File: src/verilog/stepper_pkg.sv
package stepper_pkg;

  // Phase counter, top two bits select the full-step quadrant
  localparam int phase_w = 8;
  localparam int quad_msb = phase_w - 1;

  // Off timer and its settings
  localparam int timer_w = 10;

  // Blank and minimum-on timers
  localparam int short_w = 8;

  // Half bridges per driver, ordered a1, a2, b1, b2 from the MSB down
  localparam int n_half_bridges = 4;

  typedef logic [phase_w-1:0] phase_t;
  typedef logic [timer_w-1:0] off_t;
  typedef logic [short_w-1:0] short_t;

  // Coil decay mode
  // drive follows the polarity, fast swaps the sides, slow grounds the coil
  typedef enum logic [1:0] {
    decay_drive = 2'd0,
    decay_fast  = 2'd1,
    decay_slow  = 2'd2
  } decay_e;

endpackage

File: src/verilog/coil_timer_if.sv
`timescale 1ns/1ps

// Timer handshake between one coil chopper and the bridge driver
interface coil_timer_if;

  // Start of an off period, a level from the bridge side
  logic off_start;

  // Decay mode for the coil's two half bridges
  stepper_pkg::decay_e decay;

  // Timer status flags, high while the matching counter is nonzero
  logic off_active;
  logic blank_active;
  logic min_on_active;

  modport chopper (
    input  off_start,
    output decay,
    output off_active,
    output blank_active,
    output min_on_active
  );

  modport bridge (
    output off_start,
    input  decay,
    input  off_active,
    input  blank_active,
    input  min_on_active
  );

endinterface

File: src/verilog/step_decode.sv
`timescale 1ns/1ps

module step_decode (
  input  logic                clk,
  input  logic                resetn,
  input  logic                step,
  input  logic                dir,
  output stepper_pkg::phase_t phase_ct,
  output logic                pol_a1,
  output logic                pol_a2,
  output logic                pol_b1,
  output logic                pol_b2,
  output logic                pol_change_a,
  output logic                pol_change_b
);

  logic [2:0] step_r;
  logic [1:0] dir_r;
  logic       step_rise;
  logic       a_rev;
  logic       b_rev;
  logic       a_rev_q;
  logic       b_rev_q;

  // Two stages for metastability, the third holds the previous level
  assign step_rise = step_r[1] & ~step_r[2];

  always_ff @(posedge clk) begin
    if (!resetn) begin
      step_r   <= '0;
      dir_r    <= '0;
      phase_ct <= '0;
      a_rev_q  <= 1'b0;
      b_rev_q  <= 1'b0;
    end else begin
      step_r  <= {step_r[1:0], step};
      dir_r   <= {dir_r[0], dir};
      a_rev_q <= a_rev;
      b_rev_q <= b_rev;
      if (step_rise) begin
        phase_ct <= dir_r[1] ? phase_ct + 1'b1 : phase_ct - 1'b1;
      end
    end
  end

  // Quadrant walks the Gray order 00, 01, 11, 10 of {a_rev, b_rev}
  always_comb begin
    case (phase_ct[stepper_pkg::quad_msb -: 2])
      2'b00:   {a_rev, b_rev} = 2'b00;
      2'b01:   {a_rev, b_rev} = 2'b01;
      2'b10:   {a_rev, b_rev} = 2'b11;
      default: {a_rev, b_rev} = 2'b10;
    endcase
  end

  assign pol_a1 = ~a_rev;
  assign pol_a2 = a_rev;
  assign pol_b1 = ~b_rev;
  assign pol_b2 = b_rev;

  // One cycle pulse after a coil reverses
  assign pol_change_a = a_rev ^ a_rev_q;
  assign pol_change_b = b_rev ^ b_rev_q;

  // Gray order lets only one coil reverse per quadrant step
  one_coil_reverses: assert property (@(posedge clk) disable iff (!resetn)
    !(pol_change_a && pol_change_b));

endmodule

File: src/verilog/coil_chopper.sv
`timescale 1ns/1ps

module coil_chopper (
  input  logic                clk,
  input  logic                resetn,
  input  logic                pol_change,
  input  stepper_pkg::off_t   off_time,
  input  stepper_pkg::off_t   fastdecay_threshold,
  input  stepper_pkg::short_t blank_time,
  input  stepper_pkg::short_t min_on_time,
  coil_timer_if.chopper       tmr
);

  stepper_pkg::off_t   off_tmr;
  stepper_pkg::short_t blank_tmr;
  stepper_pkg::short_t min_on_tmr;
  logic                off_expire;
  logic                on_restart;

  // Last cycle of the off period
  assign off_expire = (off_tmr == stepper_pkg::off_t'(1));

  // A new on period begins after the off time or on a polarity flip
  assign on_restart = off_expire | pol_change;

  always_ff @(posedge clk) begin
    if (!resetn) begin
      off_tmr <= '0;
    end else if (tmr.off_start) begin
      off_tmr <= off_time;
    end else if (off_tmr != '0) begin
      off_tmr <= off_tmr - 1'b1;
    end
  end

  always_ff @(posedge clk) begin
    if (!resetn) begin
      blank_tmr  <= '0;
      min_on_tmr <= '0;
    end else if (on_restart) begin
      blank_tmr  <= blank_time;
      min_on_tmr <= min_on_time;
    end else begin
      if (blank_tmr != '0) begin
        blank_tmr <= blank_tmr - 1'b1;
      end
      if (min_on_tmr != '0) begin
        min_on_tmr <= min_on_tmr - 1'b1;
      end
    end
  end

  assign tmr.off_active    = (off_tmr != '0);
  assign tmr.blank_active  = (blank_tmr != '0);
  assign tmr.min_on_active = (min_on_tmr != '0);

  // Fast decay covers the top of the off count, slow decay the rest
  always_comb begin
    if (off_tmr == '0) begin
      tmr.decay = stepper_pkg::decay_drive;
    end else if (off_tmr >= fastdecay_threshold) begin
      tmr.decay = stepper_pkg::decay_fast;
    end else begin
      tmr.decay = stepper_pkg::decay_slow;
    end
  end

  // The bridge side must never restart a running off period
  off_start_idle: assert property (@(posedge clk) disable iff (!resetn)
    tmr.off_start |-> !tmr.off_active);

endmodule

File: src/verilog/bridge_driver.sv
`timescale 1ns/1ps

module bridge_driver (
  input  logic        clk,
  input  logic        resetn,
  input  logic        enable_in,
  input  logic        invert_highside,
  input  logic        invert_lowside,
  input  logic        analog_cmp_a,
  input  logic        analog_cmp_b,
  input  logic        pol_a1,
  input  logic        pol_a2,
  input  logic        pol_b1,
  input  logic        pol_b2,
  coil_timer_if.bridge tmr_a,
  coil_timer_if.bridge tmr_b,
  output logic [3:0]  gate_h,
  output logic [3:0]  gate_l,
  output logic        faultn
);

  localparam int nhb = stepper_pkg::n_half_bridges;

  logic           enable;
  logic           fault_a;
  logic           fault_b;
  logic [nhb-1:0] pol_vec;
  logic [nhb-1:0] hs_raw;
  logic [nhb-1:0] hs_on;
  logic [nhb-1:0] ls_on;

  // High side state for one half bridge from decay mode and polarity
  function automatic logic high_side(input stepper_pkg::decay_e mode, input logic pol);
    case (mode)
      stepper_pkg::decay_drive: return pol;
      stepper_pkg::decay_fast:  return !pol;
      default:                  return 1'b0;
    endcase
  endfunction

  always_ff @(posedge clk) begin
    if (!resetn) begin
      enable <= 1'b0;
    end else begin
      enable <= enable_in;
    end
  end

  // Peak current trip starts the off period once blanking is over
  assign tmr_a.off_start = analog_cmp_a & ~tmr_a.blank_active & ~tmr_a.off_active;
  assign tmr_b.off_start = analog_cmp_b & ~tmr_b.blank_active & ~tmr_b.off_active;

  // A trip inside the minimum on time means a shorted or overloaded coil
  assign fault_a = tmr_a.off_start & tmr_a.min_on_active;
  assign fault_b = tmr_b.off_start & tmr_b.min_on_active;

  always_ff @(posedge clk) begin
    if (!resetn) begin
      faultn <= 1'b1;
    end else if (enable && (fault_a || fault_b)) begin
      faultn <= 1'b0;
    end
  end

  // MSB is a1, LSB is b2
  assign pol_vec = {pol_a1, pol_a2, pol_b1, pol_b2};

  always_comb begin
    for (int i = 0; i < nhb; i++) begin
      if (i >= nhb / 2) begin
        hs_raw[i] = high_side(tmr_a.decay, pol_vec[i]);
      end else begin
        hs_raw[i] = high_side(tmr_b.decay, pol_vec[i]);
      end
    end
  end

  // Disable or fault drops the high sides, disable also grounds every coil end
  assign hs_on = hs_raw & {nhb{enable & faultn}};
  assign ls_on = ~hs_raw | {nhb{~enable}};

  assign gate_h = hs_on ^ {nhb{invert_highside}};
  assign gate_l = ls_on ^ {nhb{invert_lowside}};

  // Shoot-through guard on the chopper decay and enable gating together
  no_shoot_through: assert property (@(posedge clk) disable iff (!resetn)
    (hs_on & ls_on) == '0);

endmodule

File: src/verilog/stepper_top.sv
`timescale 1ns/1ps

module stepper_top (
  input  logic                clk,
  input  logic                resetn,
  input  logic                step,
  input  logic                dir,
  input  logic                enable_in,
  input  logic                analog_cmp_a,
  input  logic                analog_cmp_b,
  input  stepper_pkg::off_t   off_time,
  input  stepper_pkg::off_t   fastdecay_threshold,
  input  stepper_pkg::short_t blank_time,
  input  stepper_pkg::short_t min_on_time,
  input  logic                invert_highside,
  input  logic                invert_lowside,
  output stepper_pkg::phase_t phase_ct,
  output logic [3:0]          gate_h,
  output logic [3:0]          gate_l,
  output logic                faultn
);

  logic pol_a1;
  logic pol_a2;
  logic pol_b1;
  logic pol_b2;
  logic pol_change_a;
  logic pol_change_b;

  coil_timer_if coil_a ();
  coil_timer_if coil_b ();

  step_decode decode (
    .clk          (clk),
    .resetn       (resetn),
    .step         (step),
    .dir          (dir),
    .phase_ct     (phase_ct),
    .pol_a1       (pol_a1),
    .pol_a2       (pol_a2),
    .pol_b1       (pol_b1),
    .pol_b2       (pol_b2),
    .pol_change_a (pol_change_a),
    .pol_change_b (pol_change_b)
  );

  // Both coils share the timing configuration
  coil_chopper chop_a (
    .clk                 (clk),
    .resetn              (resetn),
    .pol_change          (pol_change_a),
    .off_time            (off_time),
    .fastdecay_threshold (fastdecay_threshold),
    .blank_time          (blank_time),
    .min_on_time         (min_on_time),
    .tmr                 (coil_a.chopper)
  );

  coil_chopper chop_b (
    .clk                 (clk),
    .resetn              (resetn),
    .pol_change          (pol_change_b),
    .off_time            (off_time),
    .fastdecay_threshold (fastdecay_threshold),
    .blank_time          (blank_time),
    .min_on_time         (min_on_time),
    .tmr                 (coil_b.chopper)
  );

  bridge_driver bridge (
    .clk             (clk),
    .resetn          (resetn),
    .enable_in       (enable_in),
    .invert_highside (invert_highside),
    .invert_lowside  (invert_lowside),
    .analog_cmp_a    (analog_cmp_a),
    .analog_cmp_b    (analog_cmp_b),
    .pol_a1          (pol_a1),
    .pol_a2          (pol_a2),
    .pol_b1          (pol_b1),
    .pol_b2          (pol_b2),
    .tmr_a           (coil_a.bridge),
    .tmr_b           (coil_b.bridge),
    .gate_h          (gate_h),
    .gate_l          (gate_l),
    .faultn          (faultn)
  );

endmodule

File: config.mk
export PLATFORM = sky130hd
export DESIGN_NAME = stepper_top
export DESIGN_NICKNAME = d
export VERILOG_FILES = /design/src/verilog/stepper_pkg.sv /design/src/verilog/coil_timer_if.sv /design/src/verilog/step_decode.sv /design/src/verilog/coil_chopper.sv /design/src/verilog/bridge_driver.sv /design/src/verilog/stepper_top.sv
export SDC_FILE = /design/constraint.sdc
export NUM_CORES = 1
export LEC_CHECK = 0
export BUFFER_PORTS_ARGS = -buffer_cell sky130_fd_sc_hd__buf_2
export CAP_MARGIN = 25
export CORE_ASPECT_RATIO = 0.7
export CORE_MARGIN = 2
export CORE_UTILIZATION = 35
export CTS_BUF_LIST = sky130_fd_sc_hd__clkbuf_4 sky130_fd_sc_hd__clkbuf_8
export CTS_CLUSTER_DIAMETER = 150
export DETAILED_ROUTE_END_ITERATION = 8
export HOLD_SLACK_MARGIN = 0.15
export PLACE_DENSITY = 0.57
export SLEW_MARGIN = 20
export SYNTH_ARGS = -nofsm -noshare
export SYNTH_HDL_FRONTEND = slang
export SYNTH_SLANG_ARGS = --single-unit
File: constraint.sdc
create_clock -name clk -period 4.15 [get_ports clk]
set_input_delay 1.0375 -clock clk [delete_from_list [all_inputs] [get_ports clk]]
set_output_delay 1.0375 -clock clk [all_outputs]
set_load 0.02 [all_outputs]
==> results.json, run 1 <==
{
  "outcome": "completed",
  "synth_nets": 622,
  "ff2ff_setup_slack_ns": 1.61,
  "synth_seq_cells": 69,
  "die-area_mm2": 0.0135,
  "routed_wl_um": 11600,
  "critPathKind": "in2out",
  "synth.distinct_cells": 53,
  "max_stage_delay_ns": 0.51,
  "grt_overflow": 0,
  "worstPathArrival_ns": 2.96,
  "post-route-min-period_ns": 4.00,
  "crit_top_cell": "buf_2",
  "r2r_cells": 8,
  "synth_warnings": 0,
  "cts-buffers-inserted": 9,
  "netlist_instances": 538,
  "numPortBuffers": 61,
  "antenna_found_initial": 0,
  "grt.total_usage_pct": 17.7,
  "cts_setup_buffers": 0,
  "design_area_mm2": 0.00507,
  "num-fill-cells": 1301,
  "grt_pass1_wl_um": 18500,
  "seqPwrFrac_pct": 31.1,
  "p_per_area_mw_per_mm2": 679,
  "core_area_mm2": 0.0123,
  "dpl_cell_area_mm2": 0.00487,
  "drt_iter0_markers": 214,
  "tns_ns": 0,
  "finalPower_mw": 3.44,
  "setup_viol_count_final": 0,
  "cpMaxStageDelayCell": "a2111oi_1",
  "seqCellArea_mm2": 0.00138,
  "cts.clk_slew.worst_paths_ns": 0.07,
  "hold_buffers": 0,
  "hold_path.class": "reg2reg",
  "netSwitchingFraction_pct": 43.8,
  "io_pins": 62,
  "worstPathCellList": "buf_2 -> inv_1 -> ha_1 -> o21ai_0 -> a2111oi_1 -> buf_4 -> a21oi_1 -> a211oi_1 -> xor2_1 -> buf_2",
  "final_cell_mix": "dfxtp_1, buf_2, nand2_1",
  "r2r-start": "chop_a.off_tmr[0]",
  "synthFlopType": "dfxtp_1",
  "whs_ns": 0.434,
  "syn_area_per_cell_um2": 8.15,
  "drc": 0,
  "final_layout_size_suffix_gt1_share_pct": 17.1,
  "period_share_pct": 96.4,
  "globalplace.congestion": 0.866,
  "comb_power_share_pct": 53.7,
  "ys_seq_area_share_pct": 31.5,
  "power_leakage_nw": 2.12,
  "finClkSkew_ns": 0.00560,
  "grt_max_degree": 31,
  "worstHoldStart": "decode.step_r[0]",
  "ant_nets": 0,
  "clock_sinks": 69,
  "crit_path_end_kind": "output pin",
  "root_buffer": "clkbuf_8",
  "clock_latency_ns": 0.34,
  "cap_viol_max_count": 0,
  "synth_top_area_share_pct": 31.5,
  "fmax_mhz": 250,
  "layout_commonest_cell": "dfxtp_1",
  "initial_core_util_pct": 35.6,
  "hpwl_um": 8830,
  "finalHoldViolations": 0,
  "vias_per_cell": 5.24,
  "synth_top_cell_by_area": "dfxtp_1",
  "multi_input_area_mm2": 0.00282,
  "intPower_mw": 1.94,
  "insertedDiodeCount": 0,
  "cp_data_required_time_ns": 3.11,
  "slew_viol_final": 0,
  "crit_start": "fastdecay_threshold[4]",
  "vias": 4009,
  "grt_pass1_vias": 3670,
  "start_kind": "input port",
  "cts_buffer_depth": 2,
  "syn_to_final_growth_pct": 15.7,
  "die_w_um": 138,
  "rows": 34,
  "rsz0062_at_grt": "no",
  "dr.pass1.iters": 4,
  "p_switching_mw": 1.51,
  "rr_endpoint": "bridge.faultn",
  "p_clk_share_pct": 15.2,
  "async_flop_share_pct": 0,
  "cp_max_fo": 2,
  "cts_htree_levels": 3,
  "cts_tree": "done",
  "ir_drop_v": 0.000218,
  "hold_depth": 1,
  "post_drt_wl_per_cell_um": 15.1,
  "worstHoldEndpoint": "decode.step_r[1]",
  "cts_resized": 0,
  "synth-edff-count": 0,
  "netlist_area_mm2": 0.00439,
  "fin_nets": 682,
  "relSlewSlack_pct": 41.9,
  "ys_top_cells_by_area": "dfxtp_1, ha_1, xnor2_1",
  "worst_slew_pin_slew_ns": 0.870,
  "die_h_um": 97.7
}
metrics by stage:
| stage | utilization, % | setup slack [ns] | std cells |
|---|---|---|---|
| final | 41.1 | 0.149 | 765 |
| after detailed placement | 39.4 | 0.113 | 748 |
| after CTS | 41.0 | 0.0411 | 764 |
| after global routing | 41.1 | 0.00982 | 765 |
| after global placement | 39.4 | 0.0578 | 748 |
| after floorplan | - | 0.442 | 538 |
flip-flops by register name, indices dropped and copies added, names as in the netlist:
register,flops
bridge.enable,1
bridge.faultn,1
chop_a.blank_tmr,8
chop_a.min_on_tmr,8
chop_a.off_tmr,10
chop_b.blank_tmr,8
chop_b.min_on_tmr,8
chop_b.off_tmr,10
decode.a_rev_q,1
decode.b_rev_q,1
decode.dir_r,2
decode.phase_ct,8
decode.step_r,3
metal layers:
layer	vias to the layer above	routed length [um]	track usage [%]
li1	2037	-	-
met2	97	4530	24.4
met4	0	75	3.38
met1	1869	6190	26.9
met3	6	770	5.22
met5	-	0	0
critical path: cells and delay by family:
family / cells / cell delay [ns]
buffers and inverters: 4 / 0.50
XOR/XNOR: 1 / 0.17
adder cells (fa/ha/maj): 1 / 0.28
AO/OA/AOI/OAI: 4 / 0.99
Yosys cell counts (5+ instances only):
library cell	number
and2_1	10
dfxtp_1	69
nor2b_1	7
xor2_1	15
o31ai_1	6
a211oi_1	16
or3_1	6
nand3_1	8
nor4_1	6
a31oi_1	6
a21oi_1	45
a22oi_1	5
nor2_1	48
clkbuf_1	11
nor3_1	34
ha_1	38
inv_1	29
nand2_1	55
buf_2	5
o21ai_0	26
nand2b_1	6
xnor2_1	28
or4_1	6
kinds of logic (layout without fill, tap and decap cells):
kind of cell / after synthesis / count (layout) / share of synthesized area [%]
buffers and inverters: 49 / 114 / 4.34
xor gates and xnor gates: 43 / 43 / 8.59
muxes: 4 / 4 / 0.913
and+or+nand+nor: 211 / 211 / 26.0
adders and majority gates: 39 / 39 / 11.3
DFF: 69 / 69 / 31.5
AOI/OAI and AO/OA: 123 / 123 / 17.4
how the worst max path moves through the flow:
stage	to	slack, ns	cells past startpoint
global route	gate_h[2]	0.01	10
global placement	gate_h[2]	0.06	10
detailed placement	gate_h[2]	0.11	10
floorplan	gate_h[2]	0.44	7
CTS	gate_h[3]	0.04	10
finish	gate_h[2]	0.15	10
layout make-up:
cell class / instances / share of cell area (%)
Inverter: 29 / 2.14
Sequential cell: 69 / 27.2
Tap cell: 162 / 3.99
Clock buffer: 15 / 3.57
Multi-Input combinational cell: 420 / 55.6
Clock inverter: 1 / 0.0986
Timing Repair Buffer: 69 / 7.35
power by group through the flow:
stage	clock network, mW	registers, mW	logic (mW)
2_1_floorplan	0	1.03	1.45
3_3_place_gp	0	1.07	1.79
3_5_place_dp	0	1.08	1.82
4_1_cts	0.541	1.07	1.84
5_1_grt	0.570	1.10	2.09
6_report	0.524	1.07	1.85
(Power assumes the default switching activity.)
==> run 2, diff against run 1 <==
--- a/config.mk
+++ b/config.mk
@@ -5,16 +5,16 @@
 export SDC_FILE = /design/constraint.sdc
 export NUM_CORES = 1
 export LEC_CHECK = 0
-export BUFFER_PORTS_ARGS = -buffer_cell sky130_fd_sc_hd__buf_2
+export BUFFER_PORTS_ARGS = -buffer_cell sky130_fd_sc_hd__clkbuf_2
 export CAP_MARGIN = 25
 export CORE_ASPECT_RATIO = 0.7
 export CORE_MARGIN = 2
-export CORE_UTILIZATION = 35
+export CORE_UTILIZATION = 64
 export CTS_BUF_LIST = sky130_fd_sc_hd__clkbuf_4 sky130_fd_sc_hd__clkbuf_8
 export CTS_CLUSTER_DIAMETER = 150
 export DETAILED_ROUTE_END_ITERATION = 8
 export HOLD_SLACK_MARGIN = 0.15
-export PLACE_DENSITY = 0.57
+export PLACE_DENSITY = 0.92
 export SLEW_MARGIN = 20
 export SYNTH_ARGS = -nofsm -noshare
 export SYNTH_HDL_FRONTEND = slang
==> run 2 against run 1 <==
Effect of this change:
- clock power up 7.3%
- power up 1.8%
- highest routed layer unchanged
- combinational power about the same
- sequential cell count unchanged
- register-to-register slack better by 0.12 ns
- utilization up 33 points
- clock skew up 0.0027 ns
- clock-buffer cell count down 5
- critical endpoint is now gate_l[0]
- non-clock buffer count down 2
- via count up 4.4%
==> results.json, run 2 (synthesis gave the netlist of run 1 again) <==
{
  "grt_overflow": 0,
  "tns_ns": 0,
  "worstHoldEndpoint": "decode.dir_r[1]",
  "final_layout_size_suffix_gt1_share_pct": 16.8,
  "syn_to_final_growth_pct": 13.4,
  "critPathKind": "in2out",
  "grt_pass1_wl_um": 18300,
  "vias_per_cell": 6.02,
  "root_buffer": "clkbuf_8",
  "die-area_mm2": 0.00754,
  "clock_sinks": 69,
  "outcome": "completed",
  "drc": 0,
  "initial_core_util_pct": 65.5,
  "die_w_um": 103,
  "core_area_mm2": 0.00669,
  "design_area_mm2": 0.00497,
  "cts.clk_slew.worst_paths_ns": 0.08,
  "post-route-min-period_ns": 4.00,
  "period_share_pct": 96.5,
  "grt_max_degree": 29,
  "cts_tree": "done",
  "cts-buffers-inserted": 9,
  "io_pins": 62,
  "setup_viol_count_final": 0,
  "cts_htree_levels": 3,
  "worst_slew_pin_slew_ns": 0.727,
  "ff2ff_setup_slack_ns": 1.73,
  "finClkSkew_ns": 0.00826,
  "rsz0062_at_grt": "no",
  "p_per_area_mw_per_mm2": 705,
  "start_kind": "input port",
  "fin_nets": 680,
  "routed_wl_um": 11000,
  "numPortBuffers": 61,
  "dpl_cell_area_mm2": 0.00477,
  "cp_data_required_time_ns": 3.11,
  "rr_endpoint": "bridge.faultn",
  "ant_nets": 0,
  "globalplace.congestion": 0.994,
  "cp_max_fo": 2,
  "antenna_found_initial": 0,
  "crit_path_end_kind": "output pin",
  "whs_ns": 0.438,
  "relSlewSlack_pct": 51.4,
  "slew_viol_final": 0,
  "cts_buffer_depth": 2,
  "hpwl_um": 8130,
  "final_cell_mix": "dfxtp_1, clkbuf_2, nand2_1",
  "cts_setup_buffers": 0,
  "grt.total_usage_pct": 31.3,
  "hold_buffers": 0,
  "insertedDiodeCount": 0,
  "r2r-start": "chop_a.off_tmr[0]",
  "drt_iter0_markers": 369,
  "worstPathArrival_ns": 2.97,
  "worstHoldStart": "decode.dir_r[0]",
  "finalHoldViolations": 0,
  "die_h_um": 73.3,
  "vias": 4186,
  "cap_viol_max_count": 0,
  "ir_drop_v": 0.000359,
  "post_drt_wl_per_cell_um": 15.9,
  "hold_depth": 1,
  "reg.largest.list": "chop_a.off_tmr x10, chop_b.off_tmr x10",
  "power_leakage_nw": 2.12,
  "grt_pass1_vias": 3945,
  "rows": 25,
  "dr.pass1.iters": 7,
  "fmax_mhz": 250,
  "hold_path.class": "reg2reg",
  "r2r_cells": 8,
  "clock_latency_ns": 0.36,
  "crit_start": "fastdecay_threshold[0]",
  "layout_commonest_cell": "dfxtp_1"
}
[run 2: changes by cell type in the layout (fill, tap and decap cells not counted), moves of 2 or more]
cell,previous run,this run
buf_2,61,0
clkbuf_2,0,61
clkbuf_4,4,0
clkinv_2,1,3
clkinv_4,0,2
[run 2: timing repair]
| action | 4_1_cts | 5_1_grt |
|---|---|---|
| hold endpoints to repair | 0 | 0 |
| gates resized for setup | 0 | 1 |
| endpoints found under the setup margin | 0 | 3 |
[run 2: routing by layer]
metal / up-vias / global-route usage, % / wire length [um] / share of wire, %
li1: 2035 / - / - / -
met1: 1911 / 40.4 / 4680 / 42
met2: 225 / 51.6 / 5170 / 47
met3: 15 / 10.2 / 1080 / 9.8
met4: 0 / 6.87 / 110 / 1.0
met5: - / 0 / 0 / 0
[run 2: per-stage QoR]
stage                     power (mW)  setup slack [ns]  std cells  util, %
after floorplan                 2.48             0.442        538        -
after CTS                       3.47             0.156        695     74.3
after global placement          2.78             0.207        679     71.3
after global routing            3.79            0.0436        695     74.3
final                           3.51             0.146        695     74.3
after detailed placement        2.89             0.156        679     71.3
[run 2: area by class of cell]
cell class / count / area [um2]
tap: 94 / 118
timing repair buffer: 67 / 350
clock buffer: 10 / 138
multi-input combinational: 420 / 2820
fill: 501 / 1720
inverter: 29 / 109
sequential: 69 / 1380
clock inverter: 6 / 62.6
[run 2: how the worst max path moves through the flow]
stage | endpoint | slack, ns | cells past startpoint
3_3_place_gp | gate_h[2] | 0.21 | 9
2_1_floorplan | gate_h[2] | 0.44 | 7
5_1_grt | gate_h[2] | 0.04 | 9
4_1_cts | gate_l[0] | 0.16 | 9
3_5_place_dp | gate_l[0] | 0.16 | 9
6_report | gate_l[0] | 0.15 | 9
[run 2: critical path, cell delays in order]
cell and delay (ns):
clkbuf_2 0.09, ha_1 0.29, nand2b_1 0.15, a211oi_1 0.26
o21ai_0 0.24, and3_4 0.22, o311ai_2 0.29, xor2_1 0.19
clkbuf_2 0.19
[run 2: where the power goes]
group          internal [mW]  switching [mW]
Sequential             0.854           0.221
Combinational          0.798            1.07
Clock                  0.293           0.270
==> run 3, diff against run 2 <==
==> constraint.sdc (replaced) <==
create_clock -name clk -period 4.8 [get_ports clk]
set_input_delay 1.2 -clock clk [delete_from_list [all_inputs] [get_ports clk]]
set_output_delay 1.2 -clock clk [all_outputs]
set_load 0.02 [all_outputs]
==> run 3 against run 2 <==
Effect of this change:
- worst hold slack better by 0.00087 ns
- power is 12% lower
- setup slack improved by 0.22 ns
- final cell count is 0.14% lower
- final area is 0.40% higher
- clock skew shrank 0.0023 ns
- sequential share of layout area down 0.11 points
- sequential cell count unchanged
- utilization rose by 0.30 points
- largest power group unchanged
==> results.json, run 3 (synthesis gave the netlist of run 1 again) <==
{
  "outcome": "completed",
  "syn_to_final_growth_pct": 13.9,
  "die-area_mm2": 0.00754,
  "cts_htree_levels": 3,
  "final_layout_size_suffix_gt1_share_pct": 16.7,
  "grtUsageMet1_pct": 39.6,
  "busiest_layer": "met2",
  "post-route-min-period_ns": 4.44,
  "dr.pass1.iters": 5,
  "vias_per_cell": 6.13,
  "ir_drop_v": 0.000347,
  "setup_viol_count_final": 0,
  "ant_nets": 0,
  "cts_setup_buffers": 0,
  "grt_pass1_wl_um": 18200,
  "post_drt_wl_per_cell_um": 16.0,
  "final_cell_mix": "dfxtp_1, clkbuf_2, nand2_1",
  "grt_use_met2_pct": 51.4,
  "rsz0062_at_grt": "no",
  "stdcell_count": 694,
  "r2r-start": "chop_a.off_tmr[0]",
  "grt.total_usage_pct": 30.9,
  "reg.largest.list": "chop_a.off_tmr x10, chop_b.off_tmr x10",
  "cts.clk_slew.worst_paths_ns": 0.07,
  "clock_sinks": 69,
  "antenna_found_initial": 0,
  "critPathKind": "in2out",
  "layout_commonest_cell": "dfxtp_1",
  "start_kind": "input port",
  "die_h_um": 73.3,
  "power_leakage_nw": 2.13,
  "grt_pass1_vias": 4034,
  "rr_endpoint": "bridge.faultn",
  "r2r_cells": 8,
  "io_pins": 62,
  "drt_iter0_markers": 300,
  "whs_ns": 0.439,
  "fin_nets": 679,
  "insertedDiodeCount": 0,
  "worstPathArrival_ns": 3.24,
  "hold_depth": 1,
  "worstHoldStart": "decode.dir_r[0]",
  "globalplace.congestion": 0.977,
  "cp_data_required_time_ns": 3.60,
  "grt_max_degree": 52,
  "period_share_pct": 92.4,
  "cap_viol_max_count": 0,
  "worstHoldEndpoint": "decode.dir_r[1]",
  "relSlewSlack_pct": 47.7,
  "crit_path_end_kind": "output pin",
  "fmax_mhz": 225,
  "cts-buffers-inserted": 9,
  "finalPower_mw": 3.10,
  "hold_buffers": 0,
  "initial_core_util_pct": 65.5,
  "ff2ff_setup_slack_ns": 2.25,
  "utilization_pct": 74.6,
  "core_area_mm2": 0.00669,
  "worst_slew_pin_slew_ns": 0.783,
  "clock_latency_ns": 0.35,
  "numPortBuffers": 61,
  "hold_path.class": "reg2reg",
  "tns_ns": 0,
  "crit_start": "fastdecay_threshold[4]",
  "cts_resized": 0,
  "vias": 4257,
  "cts_buffer_depth": 2,
  "rows": 25,
  "die_w_um": 103,
  "cp_max_fo": 2,
  "cts_tree": "done",
  "finalHoldViolations": 0,
  "drc": 0,
  "grt_overflow": 0,
  "root_buffer": "clkbuf_8",
  "slew_viol_final": 0,
  "routed_wl_um": 11100,
  "p_per_area_mw_per_mm2": 620,
  "dp_cells": 678,
  "hpwl_um": 8270,
  "finClkSkew_ns": 0.00592,
  "met3_usage_pct": 7.04
}
==> run 3: cell count changes in the layout (fill, tap and decap cells not counted) <==
| cell | previous run | this run |
|---|---|---|
| a2111oi_1 | 1 | 0 |
| clkinv_4 | 2 | 0 |
| clkinv_2 | 3 | 2 |
| clkbuf_8 | 10 | 11 |
| bufinv_16 | 1 | 2 |
| clkbuf_4 | 0 | 1 |
| buf_4 | 6 | 5 |
| a2111oi_0 | 0 | 1 |
==> run 3: critical path, cell delays in order <==
cell	delay, ns
clkbuf_2	0.07
inv_1	0.04
ha_1	0.27
o21ai_0	0.12
a2111oi_0	0.66
a21oi_1	0.18
a211oi_1	0.33
xor2_1	0.18
clkbuf_2	0.19
==> run 3: worst max path at each step <==
stage | cells after the start | slack [ns] | to
floorplan | 7 | 0.77 | gate_h[2]
global placement | 9 | 0.53 | gate_h[2]
detailed placement | 9 | 0.39 | gate_h[2]
CTS | 9 | 0.37 | gate_h[2]
global route | 9 | 0.23 | gate_h[3]
finish | 9 | 0.36 | gate_h[2]
==> run 3: area by class of cell <==
| class | instances | area, um2 |
|---|---|---|
| timing repair buffer | 66 | 343 |
| clock buffer | 12 | 159 |
| multi-input combinational | 420 | 2820 |
| sequential | 69 | 1380 |
| inverter | 29 | 109 |
| tap | 94 | 118 |
| clock inverter | 4 | 70.1 |
| fill | 508 | 1700 |
==> run 3: report_power, final <==
group	leakage (nW)	total (mW)	switching, mW	internal [mW]
clock network	0.120	0.548	0.223	0.325
registers	0.570	0.933	0.194	0.739
logic	1.44	1.62	0.930	0.686
==> run 3: per-stage QoR <==
stage          worst slack (ns)  cell area [um2]
6_report                  0.364             4990
5_1_grt                   0.228             4990
4_1_cts                   0.365             4990
3_5_place_dp              0.393             4770
3_3_place_gp              0.530             4770
2_1_floorplan             0.767             4390
==> run 3: routing by layer <==
metal	routed length, um	up-vias
met3	896	42
met2	5160	205
met4	252	0
met1	4790	1974
met5	0	-
li1	-	2036
